--- config.mk ---
export PLATFORM = sky130hd
export DESIGN_NAME = alu_top
export DESIGN_NICKNAME = d
export VERILOG_FILES = /design/src/alu_pkg.sv /design/src/int_adder.sv /design/src/logic_unit.sv /design/src/shifter.sv /design/src/simd_unit.sv /design/src/alu_result_stage.sv /design/src/alu_top.sv
export SDC_FILE = /design/constraint.sdc
export NUM_CORES = 1
export LEC_CHECK = 0
export CORE_ASPECT_RATIO = 0.75
export CORE_UTILIZATION = 43
export DETAILED_ROUTE_END_ITERATION = 16
export DONT_BUFFER_PORTS = 1
export PLACE_DENSITY = 0.64
export SETUP_SLACK_MARGIN = 0.1
export SLEW_MARGIN = 25
export SYNTH_ARGS = -nofsm -noshare
export SYNTH_HDL_FRONTEND = slang
export SYNTH_SLANG_ARGS = --single-unit
--- constraint.sdc ---
create_clock -name clk -period 12.35 [get_ports clk]
set_input_delay 1.235 -clock clk [delete_from_list [all_inputs] [get_ports clk]]
set_output_delay 1.235 -clock clk [all_outputs]
set_load 0.01 [all_outputs]
--- src/alu_pkg.sv ---
package alu_pkg;

   // datapath widths
   localparam int data_w   = 64;
   localparam int scalar_w = 32;
   localparam int flag_w   = 6;

   // flag bit positions in set_eflags / eflags_out
   localparam int flag_of = 5;
   localparam int flag_sf = 4;
   localparam int flag_zf = 3;
   localparam int flag_af = 2;
   localparam int flag_cf = 1;
   localparam int flag_pf = 0;

   // operand size codes, anything else is treated as 32 bit
   localparam logic [2:0] size_8  = 3'd1;
   localparam logic [2:0] size_16 = 3'd2;
   localparam logic [2:0] size_32 = 3'd3;

   // alu operation codes, unused codes behave as pass
   localparam logic [3:0] op_pass  = 4'd0;
   localparam logic [3:0] op_add   = 4'd1;
   localparam logic [3:0] op_and   = 4'd2;
   localparam logic [3:0] op_not   = 4'd7;
   localparam logic [3:0] op_or    = 4'd8;
   localparam logic [3:0] op_paddw = 4'd9;
   localparam logic [3:0] op_paddd = 4'd10;
   localparam logic [3:0] op_pcmp  = 4'd11;
   localparam logic [3:0] op_sal   = 4'd12;
   localparam logic [3:0] op_sar   = 4'd13;

   // opcode that turns the packed compare into a min
   localparam logic [15:0] opc_pminsw = 16'h0fea;

   // shift count is taken from the low bits of b
   localparam int shift_count_w = 5;

   // operand word, scalar view or simd lanes
   typedef union packed {
      logic [data_w-1:0]  word;
      logic [3:0][15:0]   w16;
      logic [1:0][31:0]   w32;
   } alu_word_u;

   // low-bit mask for the operand size
   function automatic logic [scalar_w-1:0] size_mask(input logic [2:0] opsize);
      case (opsize)
         size_8:  size_mask = 32'h0000_00ff;
         size_16: size_mask = 32'h0000_ffff;
         default: size_mask = 32'hffff_ffff;
      endcase
   endfunction

   // operand width in bits for the size code
   function automatic logic [5:0] size_width(input logic [2:0] opsize);
      case (opsize)
         size_8:  size_width = 6'd8;
         size_16: size_width = 6'd16;
         default: size_width = 6'd32;
      endcase
   endfunction

endpackage

--- src/int_adder.sv ---
`timescale 1ns/1ps

module int_adder #(
   parameter int data_w = alu_pkg::data_w
) (
   input  alu_pkg::alu_word_u          a,
   input  alu_pkg::alu_word_u          b,
   input  logic [2:0]                  opsize,
   output logic [data_w-1:0]           result,
   output logic [alu_pkg::flag_w-1:0]  flags,
   output logic [alu_pkg::flag_w-1:0]  flag_mask
);

   // one 32 bit add, narrower sizes read from its carry chain
   logic [alu_pkg::scalar_w:0]   sum;
   // carry into each bit position
   logic [alu_pkg::scalar_w-1:0] carry_in;
   logic [alu_pkg::scalar_w-1:0] sized;
   logic                         cf;
   logic                         of;
   logic                         sf;

   always_comb begin
      sum = {1'b0, a.word[alu_pkg::scalar_w-1:0]} + {1'b0, b.word[alu_pkg::scalar_w-1:0]};
      // sum bit = a ^ b ^ carry, so recover the carries
      carry_in = sum[alu_pkg::scalar_w-1:0] ^ a.word[alu_pkg::scalar_w-1:0]
                 ^ b.word[alu_pkg::scalar_w-1:0];
      sized = sum[alu_pkg::scalar_w-1:0] & alu_pkg::size_mask(opsize);

      // carry out of the size, overflow is carry into msb vs carry out
      case (opsize)
         alu_pkg::size_8: begin
            cf = carry_in[8];
            of = carry_in[8] ^ carry_in[7];
            sf = sum[7];
         end
         alu_pkg::size_16: begin
            cf = carry_in[16];
            of = carry_in[16] ^ carry_in[15];
            sf = sum[15];
         end
         default: begin
            cf = sum[alu_pkg::scalar_w];
            of = sum[alu_pkg::scalar_w] ^ carry_in[alu_pkg::scalar_w-1];
            sf = sum[alu_pkg::scalar_w-1];
         end
      endcase
   end

   // zero extend the sized sum
   always_comb begin
      result = '0;
      result[alu_pkg::scalar_w-1:0] = sized;
   end

   always_comb begin
      flags = '0;
      flags[alu_pkg::flag_of] = of;
      flags[alu_pkg::flag_sf] = sf;
      flags[alu_pkg::flag_zf] = (sized == '0);
      // nibble carry
      flags[alu_pkg::flag_af] = carry_in[4];
      flags[alu_pkg::flag_cf] = cf;
   end

   // add writes every flag, pf is filled in later
   assign flag_mask = '1;

endmodule

--- src/logic_unit.sv ---
`timescale 1ns/1ps

module logic_unit #(
   parameter int data_w = alu_pkg::data_w
) (
   input  alu_pkg::alu_word_u          a,
   input  alu_pkg::alu_word_u          b,
   input  logic [2:0]                  opsize,
   input  logic [3:0]                  alu_op,
   output logic [data_w-1:0]           result,
   output logic [alu_pkg::flag_w-1:0]  flags,
   output logic [alu_pkg::flag_w-1:0]  flag_mask
);

   logic [alu_pkg::scalar_w-1:0] raw;
   logic [alu_pkg::scalar_w-1:0] sized;
   logic                         sf;

   always_comb begin
      case (alu_op)
         alu_pkg::op_or:  raw = a.word[alu_pkg::scalar_w-1:0] | b.word[alu_pkg::scalar_w-1:0];
         alu_pkg::op_not: raw = ~a.word[alu_pkg::scalar_w-1:0];
         default:         raw = a.word[alu_pkg::scalar_w-1:0] & b.word[alu_pkg::scalar_w-1:0];
      endcase
      sized = raw & alu_pkg::size_mask(opsize);
   end

   // sign bit at the operand size
   always_comb begin
      case (opsize)
         alu_pkg::size_8:  sf = sized[7];
         alu_pkg::size_16: sf = sized[15];
         default:          sf = sized[alu_pkg::scalar_w-1];
      endcase
   end

   always_comb begin
      result = '0;
      result[alu_pkg::scalar_w-1:0] = sized;
   end

   // of and cf cleared, af left alone
   always_comb begin
      flags     = '0;
      flag_mask = '0;
      if (alu_op != alu_pkg::op_not) begin
         flags[alu_pkg::flag_sf] = sf;
         flags[alu_pkg::flag_zf] = (sized == '0);
         flag_mask = '1;
         flag_mask[alu_pkg::flag_af] = 1'b0;
      end
   end

endmodule

--- src/shifter.sv ---
`timescale 1ns/1ps

module shifter #(
   parameter int data_w = alu_pkg::data_w
) (
   input  alu_pkg::alu_word_u          a,
   input  alu_pkg::alu_word_u          b,
   input  logic [2:0]                  opsize,
   input  logic [3:0]                  alu_op,
   output logic [data_w-1:0]           result,
   output logic [alu_pkg::flag_w-1:0]  flags,
   output logic [alu_pkg::flag_w-1:0]  flag_mask
);

   logic [alu_pkg::shift_count_w-1:0] count;
   logic [5:0]                        width;
   logic [alu_pkg::scalar_w-1:0]      mask;
   logic [alu_pkg::scalar_w-1:0]      src;
   // operand sign extended to 32 bits for sar
   logic [alu_pkg::scalar_w-1:0]      src_sext;
   // one extra bit catches the last bit out of a 32 bit sal
   logic [alu_pkg::scalar_w:0]        sal_wide;
   logic [alu_pkg::scalar_w-1:0]      sar_wide;
   logic [alu_pkg::scalar_w-1:0]      sized;
   logic                              sign;
   logic                              cf;
   logic                              of;
   logic                              sf;

   assign count = b.word[alu_pkg::shift_count_w-1:0];
   assign width = alu_pkg::size_width(opsize);
   assign mask  = alu_pkg::size_mask(opsize);

   always_comb begin
      src      = a.word[alu_pkg::scalar_w-1:0] & mask;
      sign     = src[width-1];
      src_sext = sign ? (src | ~mask) : src;
      sal_wide = {1'b0, src} << count;
      sar_wide = $signed(src_sext) >>> count;

      if (alu_op == alu_pkg::op_sar) begin
         // sign fill, wide counts leave only sign bits
         sized = sar_wide & mask;
         cf    = (count == '0) ? 1'b0 : src_sext[count-1];
         of    = 1'b0;
      end else begin
         sized = sal_wide[alu_pkg::scalar_w-1:0] & mask;
         // nothing left to shift out once count reaches the width
         cf    = ({1'b0, count} >= width) ? 1'b0 : sal_wide[width];
         of    = sized[width-1] ^ cf;
      end
      sf = sized[width-1];
   end

   // count zero leaves a untouched
   always_comb begin
      result = a.word;
      if (count != '0) begin
         result = '0;
         result[alu_pkg::scalar_w-1:0] = sized;
      end
   end

   always_comb begin
      flags     = '0;
      flag_mask = '0;
      if (count != '0) begin
         flags[alu_pkg::flag_sf]     = sf;
         flags[alu_pkg::flag_zf]     = (sized == '0);
         flags[alu_pkg::flag_cf]     = cf;
         flag_mask[alu_pkg::flag_sf] = 1'b1;
         flag_mask[alu_pkg::flag_zf] = 1'b1;
         flag_mask[alu_pkg::flag_cf] = 1'b1;
         flag_mask[alu_pkg::flag_pf] = 1'b1;
         // of only defined for single bit shifts
         if (count == 1) begin
            flags[alu_pkg::flag_of]     = of;
            flag_mask[alu_pkg::flag_of] = 1'b1;
         end
      end
   end

endmodule

--- src/simd_unit.sv ---
`timescale 1ns/1ps

module simd_unit #(
   parameter int data_w = alu_pkg::data_w
) (
   input  alu_pkg::alu_word_u  a,
   input  alu_pkg::alu_word_u  b,
   input  logic [3:0]          alu_op,
   input  logic [15:0]         opcode,
   output logic [data_w-1:0]   result
);

   alu_pkg::alu_word_u paddw;
   alu_pkg::alu_word_u paddd;
   alu_pkg::alu_word_u pcmp;
   // pminsw picks the smaller lane, everything else the larger
   logic               use_min;
   logic [3:0]         a_gt;

   assign use_min = (opcode == alu_pkg::opc_pminsw);

   // word lanes, carries between lanes dropped
   always_comb begin
      for (int i = 0; i < 4; i++) begin
         paddw.w16[i] = a.w16[i] + b.w16[i];
      end
   end

   // dword lanes
   always_comb begin
      for (int i = 0; i < 2; i++) begin
         paddd.w32[i] = a.w32[i] + b.w32[i];
      end
   end

   // signed compare per word lane
   always_comb begin
      for (int i = 0; i < 4; i++) begin
         a_gt[i] = $signed(a.w16[i]) > $signed(b.w16[i]);
         if (use_min) begin
            pcmp.w16[i] = a_gt[i] ? b.w16[i] : a.w16[i];
         end else begin
            pcmp.w16[i] = a_gt[i] ? a.w16[i] : b.w16[i];
         end
      end
   end

   always_comb begin
      case (alu_op)
         alu_pkg::op_paddw: result = paddw.word;
         alu_pkg::op_paddd: result = paddd.word;
         default:           result = pcmp.word;
      endcase
   end

endmodule

--- src/alu_result_stage.sv ---
`timescale 1ns/1ps

module alu_result_stage #(
   parameter int data_w = alu_pkg::data_w
) (
   input  logic                        clk,
   input  logic                        rst_n,
   input  logic [3:0]                  alu_op,
   input  alu_pkg::alu_word_u          a,
   input  logic [data_w-1:0]           add_result,
   input  logic [alu_pkg::flag_w-1:0]  add_flags,
   input  logic [alu_pkg::flag_w-1:0]  add_flag_mask,
   input  logic [data_w-1:0]           logic_result,
   input  logic [alu_pkg::flag_w-1:0]  logic_flags,
   input  logic [alu_pkg::flag_w-1:0]  logic_flag_mask,
   input  logic [data_w-1:0]           shift_result,
   input  logic [alu_pkg::flag_w-1:0]  shift_flags,
   input  logic [alu_pkg::flag_w-1:0]  shift_flag_mask,
   input  logic [data_w-1:0]           simd_result,
   input  logic                        in_valid,
   output logic                        in_ready,
   output logic                        out_valid,
   input  logic                        out_ready,
   output logic [data_w-1:0]           alu_out,
   output logic [alu_pkg::flag_w-1:0]  set_eflags,
   output logic [alu_pkg::flag_w-1:0]  eflags_out
);

   logic [data_w-1:0]          sel_result;
   logic [alu_pkg::flag_w-1:0] sel_flags;
   logic [alu_pkg::flag_w-1:0] sel_mask;
   logic [alu_pkg::flag_w-1:0] eflags_next;
   logic                       load;

   // result mux, packed ops and pass write no flags
   always_comb begin
      sel_result = a.word;
      sel_flags  = '0;
      sel_mask   = '0;
      case (alu_op)
         alu_pkg::op_add: begin
            sel_result = add_result;
            sel_flags  = add_flags;
            sel_mask   = add_flag_mask;
         end
         alu_pkg::op_and, alu_pkg::op_or, alu_pkg::op_not: begin
            sel_result = logic_result;
            sel_flags  = logic_flags;
            sel_mask   = logic_flag_mask;
         end
         alu_pkg::op_sal, alu_pkg::op_sar: begin
            sel_result = shift_result;
            sel_flags  = shift_flags;
            sel_mask   = shift_flag_mask;
         end
         alu_pkg::op_paddw, alu_pkg::op_paddd, alu_pkg::op_pcmp: begin
            sel_result = simd_result;
         end
         default: begin
            sel_result = a.word;
         end
      endcase
   end

   // even parity of the low byte, only where pf is written
   always_comb begin
      eflags_next = sel_flags;
      eflags_next[alu_pkg::flag_pf] = sel_mask[alu_pkg::flag_pf] & ~(^sel_result[7:0]);
   end

   // stage can take a beat when empty or draining
   assign in_ready = out_ready | ~out_valid;
   assign load     = in_valid & in_ready;

   always_ff @(posedge clk) begin
      if (!rst_n) begin
         out_valid <= 1'b0;
      end else if (in_ready) begin
         out_valid <= in_valid;
      end
   end

   // held while stalled
   always_ff @(posedge clk) begin
      if (load) begin
         alu_out    <= sel_result;
         set_eflags <= sel_mask;
         eflags_out <= eflags_next;
      end
   end

endmodule

--- src/alu_top.sv ---
`timescale 1ns/1ps

module alu_top #(
   parameter int data_w = alu_pkg::data_w
) (
   input  logic                        clk,
   input  logic                        rst_n,
   input  logic                        in_valid,
   output logic                        in_ready,
   input  alu_pkg::alu_word_u          a,
   input  alu_pkg::alu_word_u          b,
   input  logic [2:0]                  opsize,
   input  logic [15:0]                 opcode,
   input  logic [3:0]                  alu_op,
   output logic                        out_valid,
   input  logic                        out_ready,
   output logic [data_w-1:0]           alu_out,
   output logic [alu_pkg::flag_w-1:0]  set_eflags,
   output logic [alu_pkg::flag_w-1:0]  eflags_out
);

   logic [data_w-1:0]          add_result;
   logic [alu_pkg::flag_w-1:0] add_flags;
   logic [alu_pkg::flag_w-1:0] add_flag_mask;
   logic [data_w-1:0]          logic_result;
   logic [alu_pkg::flag_w-1:0] logic_flags;
   logic [alu_pkg::flag_w-1:0] logic_flag_mask;
   logic [data_w-1:0]          shift_result;
   logic [alu_pkg::flag_w-1:0] shift_flags;
   logic [alu_pkg::flag_w-1:0] shift_flag_mask;
   logic [data_w-1:0]          simd_result;

   // scalar add
   int_adder #(.data_w(data_w)) i_int_adder (
      .a         (a),
      .b         (b),
      .opsize    (opsize),
      .result    (add_result),
      .flags     (add_flags),
      .flag_mask (add_flag_mask)
   );

   // and / or / not
   logic_unit #(.data_w(data_w)) i_logic_unit (
      .a         (a),
      .b         (b),
      .opsize    (opsize),
      .alu_op    (alu_op),
      .result    (logic_result),
      .flags     (logic_flags),
      .flag_mask (logic_flag_mask)
   );

   // sal / sar
   shifter #(.data_w(data_w)) i_shifter (
      .a         (a),
      .b         (b),
      .opsize    (opsize),
      .alu_op    (alu_op),
      .result    (shift_result),
      .flags     (shift_flags),
      .flag_mask (shift_flag_mask)
   );

   // packed lanes, no flags
   simd_unit #(.data_w(data_w)) i_simd_unit (
      .a      (a),
      .b      (b),
      .alu_op (alu_op),
      .opcode (opcode),
      .result (simd_result)
   );

   // select, parity and output register
   alu_result_stage #(.data_w(data_w)) i_alu_result_stage (
      .clk             (clk),
      .rst_n           (rst_n),
      .alu_op          (alu_op),
      .a               (a),
      .add_result      (add_result),
      .add_flags       (add_flags),
      .add_flag_mask   (add_flag_mask),
      .logic_result    (logic_result),
      .logic_flags     (logic_flags),
      .logic_flag_mask (logic_flag_mask),
      .shift_result    (shift_result),
      .shift_flags     (shift_flags),
      .shift_flag_mask (shift_flag_mask),
      .simd_result     (simd_result),
      .in_valid        (in_valid),
      .in_ready        (in_ready),
      .out_valid       (out_valid),
      .out_ready       (out_ready),
      .alu_out         (alu_out),
      .set_eflags      (set_eflags),
      .eflags_out      (eflags_out)
   );

endmodule

======== After elaboration in Yosys (flattened, before gate mapping) ========
Index checks and enable logic that the tools add are counted.
word-level totals
  register bits ........................... 77
  bits of input ports ..................... 155
  output and inout port bits .............. 78
  word-level logic and storage cells ...... 115
cells by class
  add/subtract/negate cells ............... 9
  $lt $le $gt $ge ......................... 8
  eq/ne operators ......................... 14
  shifts and indexed selects .............. 2
  mux-type cells .......................... 48
  bitwise logic cells ..................... 21
  reduce and logical (&&, ||, !) cells .... 9
operators with widths
  cell                  count
  $pmux 64 s4           1
  $and 32x32->32        6
  $mux 16               12
  $pmux 32 s2           2
  $pmux 64 s2           1
  $logic_not 32->1      3
  $add 16x16->16        4
  $add 32x32->32        2
  $gt 16x16->1          4
  $lt 32x6->1 const B   2
  $mux 32               2
  $mux 64               1
  $not 32->32           2
  $or 32x32->32         2
  $xor 32x32->32        2
  $pmux 6 s3            2
  $add 32x32->33        1
  $shl 32x5->33         1
  $sshr 32x5->32        1
  $eq 4x4->1 const B    6
  $bmux 1 s5            4
  $eq 16x12->1 const B  1
  $mux 1                12
  $pmux 6 s2            1
  25 further kinds      36

======== Depth between registers and ports, before layout ========
  depth after elaboration ................. 14
  mapped depth ............................ 18

======== Hierarchy ========
Synthesis repeated with hierarchy kept, for this count alone.
unflattened totals
  cells, all modules ...................... 3063
  area, all modules ....................... 22567.9 µm²
by module, submodules not included
  module            times used  cells an instance  area an instance (µm²)  sequential area each (µm²)
  simd_unit         1           1069               7322.0                  0.0
  shifter           1           882                6241.0                  0.0
  alu_result_stage  1           472                4683.2                  2302.2
  int_adder         1           369                2681.3                  0.0
  logic_unit        1           271                1640.3                  0.0

======== Least setup slack after synthesis ========
Ideal clock, no wire load.
  path type ............................... input -> register
  start ................................... input b[4] in the netlist's numbering
  end ..................................... register i_alu_result_stage.eflags_out[0] in the netlist's numbering, data pin
  data arrival time ....................... 5243 ps
  setup slack ............................. 6853 ps
  cell stages on the path ................. 17
  cells stage by stage .................... clkbuf_1 > inv_1 > clkbuf_1 > clkbuf_1 > buf_1 > ha_1 > nor4_1 > and4_1 > nor3_1 > a211oi_1 > xnor2_2 > mux2i_1 > a21oi_1 > or3_1 > xor3_1 > xnor3_1 > and2_1
on the way
  longest elaborated chain between the ends .. 8
  elaborated cells between the ends (all ways) .. 26
  classes of those cells .................. 3 x add/sub; 1 x order compare; 2 x shift; 10 x mux; 8 x bitwise; 2 x reduce/logical
RTL lines
  element                                            RTL line                        text
  from (decl)                                        alu_top.sv:11                   input alu_pkg::alu_word_u b,
  $gt 16x16->1, or another cell as far along         simd_unit.sv:39                 a_gt[i] = $signed(a.w16[i]) > $signed(b.w16[i]);
  $mux 16, or another cell as far along              simd_unit.sv:43                 pcmp.w16[i] = a_gt[i] ? a.w16[i] : b.w16[i];
  $mux 16 / $mux 32 (equally long branches)          simd_unit.sv:40, shifter.sv:41
  $pmux 64 s2 / $mux 64 (equally long branches)      simd_unit.sv:49, shifter.sv:58
  $pmux 64 s4 *                                      alu_result_stage.sv:40          case (alu_op)
  named net i_alu_result_stage.sel_result[5]         alu_result_stage.sv:29          logic [data_w-1:0] sel_result;
  $reduce_xor 8->1 *                                 alu_result_stage.sv:68          eflags_next[alu_pkg::flag_pf] = sel_mask[alu_pkg::flag_pf] & ~(^sel_result[7:0]);
  $not 1->1 *                                        alu_result_stage.sv:68
  $and 1x1->1 *                                      alu_result_stage.sv:68
  named net i_alu_result_stage.eflags_next, one bit  alu_result_stage.sv:32          logic [alu_pkg::flag_w-1:0] eflags_next;
  to (signal assigned)                               alu_result_stage.sv:88          eflags_out <= eflags_next;
  to (decl)                                          alu_result_stage.sv:26          output logic [alu_pkg::flag_w-1:0] eflags_out
Mark *: on every way through the listed nets, which the timed path passes. The rest lies on a longest branch.
A chain may end at the register's enable or synchronous reset.

======== Worst setup path after layout ========
  start ................................... input opsize[0]
  end ..................................... register i_alu_result_stage.eflags_out[3] in the netlist's numbering, data pin
on the way
  longest elaborated chain between the ends .. 12
  elaborated cells between the ends (all ways) .. 24
  classes of those cells .................. 1 x add/sub; 2 x eq/ne; 2 x shift; 9 x mux; 7 x bitwise; 3 x reduce/logical
RTL lines
  element                                               RTL line                      text
  from (decl)                                           alu_top.sv:12                 input logic [2:0] opsize,
  $eq 3x2->1 / $eq 3x1->1 (equally long branches)       alu_pkg.sv:48, alu_pkg.sv:57
  $pmux 6 s2 / $pmux 32 s2 (equally long branches)      alu_pkg.sv:57, alu_pkg.sv:48
  $sub 6x1->7 / $and 32x32->32 (equally long branches)  shifter.sv:36, shifter.sv:35
  $bmux 1 s5                                            shifter.sv:36                 sign = src[width-1];
  $mux 1 (not written as such)                          shifter.sv:36
  $mux 32                                               shifter.sv:37                 src_sext = sign ? (src | ~mask) : src;
  $sshr 32x5->32                                        shifter.sv:39                 sar_wide = $signed(src_sext) >>> count;
  $and 32x32->32                                        shifter.sv:43                 sized = sar_wide & mask;
  $mux 32                                               shifter.sv:41                 if (alu_op == alu_pkg::op_sar) begin
  $logic_not 32->1                                      shifter.sv:69                 flags[alu_pkg::flag_zf] = (sized == '0);
  $mux 3                                                shifter.sv:67                 if (count != '0) begin
  $pmux 6 s3 *                                          alu_result_stage.sv:40
  named net i_alu_result_stage.eflags_next, one bit     alu_result_stage.sv:32
Mark *: on every way through the listed nets, which the timed path passes. The rest lies on a longest branch. The select of a mux whose other input is x is not followed.

==> impl_metrics.csv <==
group,metric,value,unit
synth,synth-main-ff-cell,"edfxtp_1",
floorplanning,die_y,176.5,um
routing,antenna_left,0,
floorplanning,core_area,0.03981,sq mm
synth,synth-xor-area-share,0.04520,
global_route,grt_pass1_vias,17700,
floorplanning,dieWidth,234.7,um
global_route,grt_pass1_wl,121800,um
synth,yosys_warnings,0,
cts,cts.htree.levels,3,
setup_path,path_cells,"or3b_1, ha_2, buf_4, and4b_1, a21boi_1, o221ai_1, o21ai_0, o211ai_1, or4b_1, or4_1, or4_1, o31ai_1, o21bai_1, a41o_1",
synth,synthTopCellsByCount,"a21oi_1, nor2_1, nand2_1, o21ai_0, ha_1",
routing,vias,19660,
sta,fmax,154.2,MHz
synth,synth_edf_count,73,
setup_path,cp.required,12.61,ns
finish,layout.nets,2517,
cts,clkSinkCount,74,
min_path,min-delay-start,"i_alu_result_stage.out_valid",
sta,setup_viol,0,
synth,synth_cells,2345,
sta,maxSlewViolCount,0,
min_path,hold_depth,2,
setup_path,rr_startpoint,"i_alu_result_stage.out_valid",
job,maxCapViolCount,0,
cts,cts_root_buf,"clkbuf_16",
sta,maxSlewHeadroom,0.2308,
placement,io_buffers,0,
synth,yosysMostFrequentCell,"a21oi_1",
floorplanning,io_pins,233,
synth,ys_seq_elements,74,
sta,fin_tns_setup,0,ns
routing,dr.first_iter.drc_count,3103,
status,status,"finished clean",
cts,cts_buffers,9,
routing,firstDrtPassIters,6,
finish,fin_util,0.4497,
synth,syn_area,0.01747,sq mm
synth,synthAdderAreaFrac,0.1235,
power_and_ir_drop,vdd_ir_drop_max,74.96,uV
finish,fillCellCount,3938,
routing,drt-total-wl,84510,um
min_path,min_to,"i_alu_result_stage.out_valid",
cts,cts_setup_buffers,0,
global_route,track_usage,0.3943,
synth,synth_nets,2670,
synth,synth.distinct_cells,96,
placement,place.gp.congestion,1.053,
power_and_ir_drop,p_leak,7.125,nW
sta,hold_viol,0,
synth,async_flop_share,0,
sta,skew,0.02229,ns
setup_path,r2r_slack,10.39,ns
cts,clkTransAtPathRegs,0.08,ns
synth,synth_top_family_by_area,"compound AO/OA/AOI/OAI gates",
setup_path,start_kind,"input pin",
setup_path,reg2reg_to,"i_alu_result_stage.alu_out[7]",
floorplanning,dieArea,0.04144,sq mm
global_route,grt_max_degree,85,
cts,cts_tree,"done",
setup_path,path_class,"input pin to register",
setup_path,reg2regPathDepth,3,
setup_path,slowest_delay,0.62,ns
synth,synthMuxAreaShare,0.1093,
synth,synth_area_leaders,"edfxtp_1, ha_1, a21oi_1",
placement,hpwl,63560,um
sta,rsz0062_at_grt,"no",
synth,avgSynthCellArea,7.449,sq um
synth,yosys.area.top_type,"edfxtp_1",
min_path,hold_path.class,"register to register",
sta,fin_crit,6.486,ns
setup_path,arrival,6.75,ns
setup_path,slowest_stage,"ha_2",
sta,final.period_utilization,0.5252,
cts,postCtsResizedCells,0,
finish,fin_area,0.01790,sq mm
cts,insertion_delay,0.40,ns
synth,synth.yosys.seq_area_share,0.1266,
cts,postCtsHoldBufs,0,
synth,synth_top_area_frac,0.1255,
finish,n_antenna_cell,0,
setup_path,crit_fanout,51,
sta,tightest_slew,1.125,ns
setup_path,crit_top_cell,"or4_1",
cts,clockBufferDepth,2,
synth,synth-compound-area-share,0.3178,
synth,synth-simple-area-share,0.1952,
placement,place_area,0.01758,sq mm
floorplanning,initial_core_util,0.4388,
global_route,antenna_found_initial,1,
finish,drive_gt1_frac,0.07920,
routing,viasPerCell,7.235,
routing,wl_per_cell,31.10,um
global_route,grt-ovfl-total,0,
finish,syn_to_final_growth,2.479,%
routing,drc,0,
floorplanning,fp-row-count,63,
power_and_ir_drop,p_per_area,81.42,mW/mm^2
setup_path,worstSetupEndpointType,"register",
-- registers in the layout, summed over array words and instances, names as in the netlist --
name,cells
i_alu_result_stage.alu_out,64
i_alu_result_stage.eflags_out,6
i_alu_result_stage.out_valid,1
i_alu_result_stage.set_eflags,3
-- metrics by stage --
| stage | cells | hold slack, ns | setup slack [ns] | total power (W) |
|---|---|---|---|---|
| 2_1_floorplan | 2345 | 0.6096 | 6.853 | 0.0009084 |
| 3_3_place_gp | 2701 | 0.6445 | 5.698 | 0.001108 |
| 3_5_place_dp | 2701 | 0.6550 | 5.499 | 0.001109 |
| 4_1_cts | 2717 | 0.6648 | 5.901 | 0.001421 |
| 5_1_grt | 2717 | 0.6924 | 5.740 | 0.001514 |
| 6_report | 2717 | 0.6662 | 5.864 | 0.001457 |
-- layout make-up --
cell class / count / area [sq um] / share of cell area
Clock buffer: 9 / 225.2 / 0.01258
Clock inverter: 7 / 86.33 / 0.004823
Inverter: 160 / 600.6 / 0.03355
Multi-Input combinational cell: 1911 / 13850 / 0.7740
Sequential cell: 74 / 2212 / 0.1236
Tap cell: 520 / 650.6 / 0.03635
Timing Repair Buffer: 36 / 270.3 / 0.01510
-- placed cells by master, fill, tap and decap left out, types with 21 or more instances in the layout --
master	netlist	routed
nand4_1	25	25
ha_1	166	164
o21a_1	22	22
a21o_1	27	27
o21ai_0	171	171
nor4_1	28	28
mux4_2	45	45
mux2i_1	61	61
mux2_2	24	24
o221ai_1	37	37
o211ai_1	35	35
inv_1	157	156
nand2b_1	32	32
a21oi_1	207	206
a211oi_1	31	31
xnor2_1	61	59
o21bai_1	33	33
edfxtp_1	73	73
a31oi_1	21	21
buf_4	7	36
o22ai_1	45	45
nor3_1	63	63
nor2_1	194	193
nand3_1	44	44
nand2_1	175	175
xor2_1	22	22
-- layer usage --
layer / routed length [um] / part of all wire / track usage / vias up
li1: - / - / - / 8497
met1: 35510 / 0.42 / 0.5602 / 9404
met2: 32570 / 0.39 / 0.5237 / 1567
met3: 13260 / 0.16 / 0.1603 / 184
met4: 2942 / 0.035 / 0.1329 / 6
met5: 229 / 0.0027 / 0.03380 / -
-- critical path, delay by kind of cell --
kind | cells | cell delay (ns)
AO/OA/AOI/OAI | 7 | 1.86
adder cells (fa/ha/maj) | 1 | 0.62
buffers and inverters | 1 | 0.57
AND/OR/NAND/NOR | 5 | 2.43
-- cell families (layout without fill, tap and decap cells) --
kind of cell	after synthesis	count (layout)
xor gates and xnor gates	86	86
buffers and inverters	360	212
DFF	74	74
and+or+nand+nor	694	694
adders and majority gates	170	170
AOI/OAI and AO/OA	830	830
muxes	131	131
-- worst max path at each step --
| stage | start | to | slack, ns | cells after the start |
|---|---|---|---|---|
| finish | opsize[0] | i_alu_result_stage.eflags_out[3] | 5.86 | 14 |
| global route | opsize[0] | i_alu_result_stage.eflags_out[3] | 5.74 | 14 |
| CTS | opsize[1] | i_alu_result_stage.eflags_out[3] | 5.90 | 14 |
| detailed placement | opsize[1] | i_alu_result_stage.eflags_out[3] | 5.50 | 14 |
| global placement | opsize[1] | i_alu_result_stage.eflags_out[3] | 5.70 | 14 |
| floorplan | b[4] | i_alu_result_stage.eflags_out[0] | 6.85 | 17 |
-- power breakdown --
part | internal, W | switching, W | total, W
logic | 0.000297 | 0.000511 | 0.000807
clock network | 0.000161 | 0.000152 | 0.000314
registers | 0.000311 | 0.0000255 | 0.000336
Note: power is estimated with default switching activity, not from simulation.
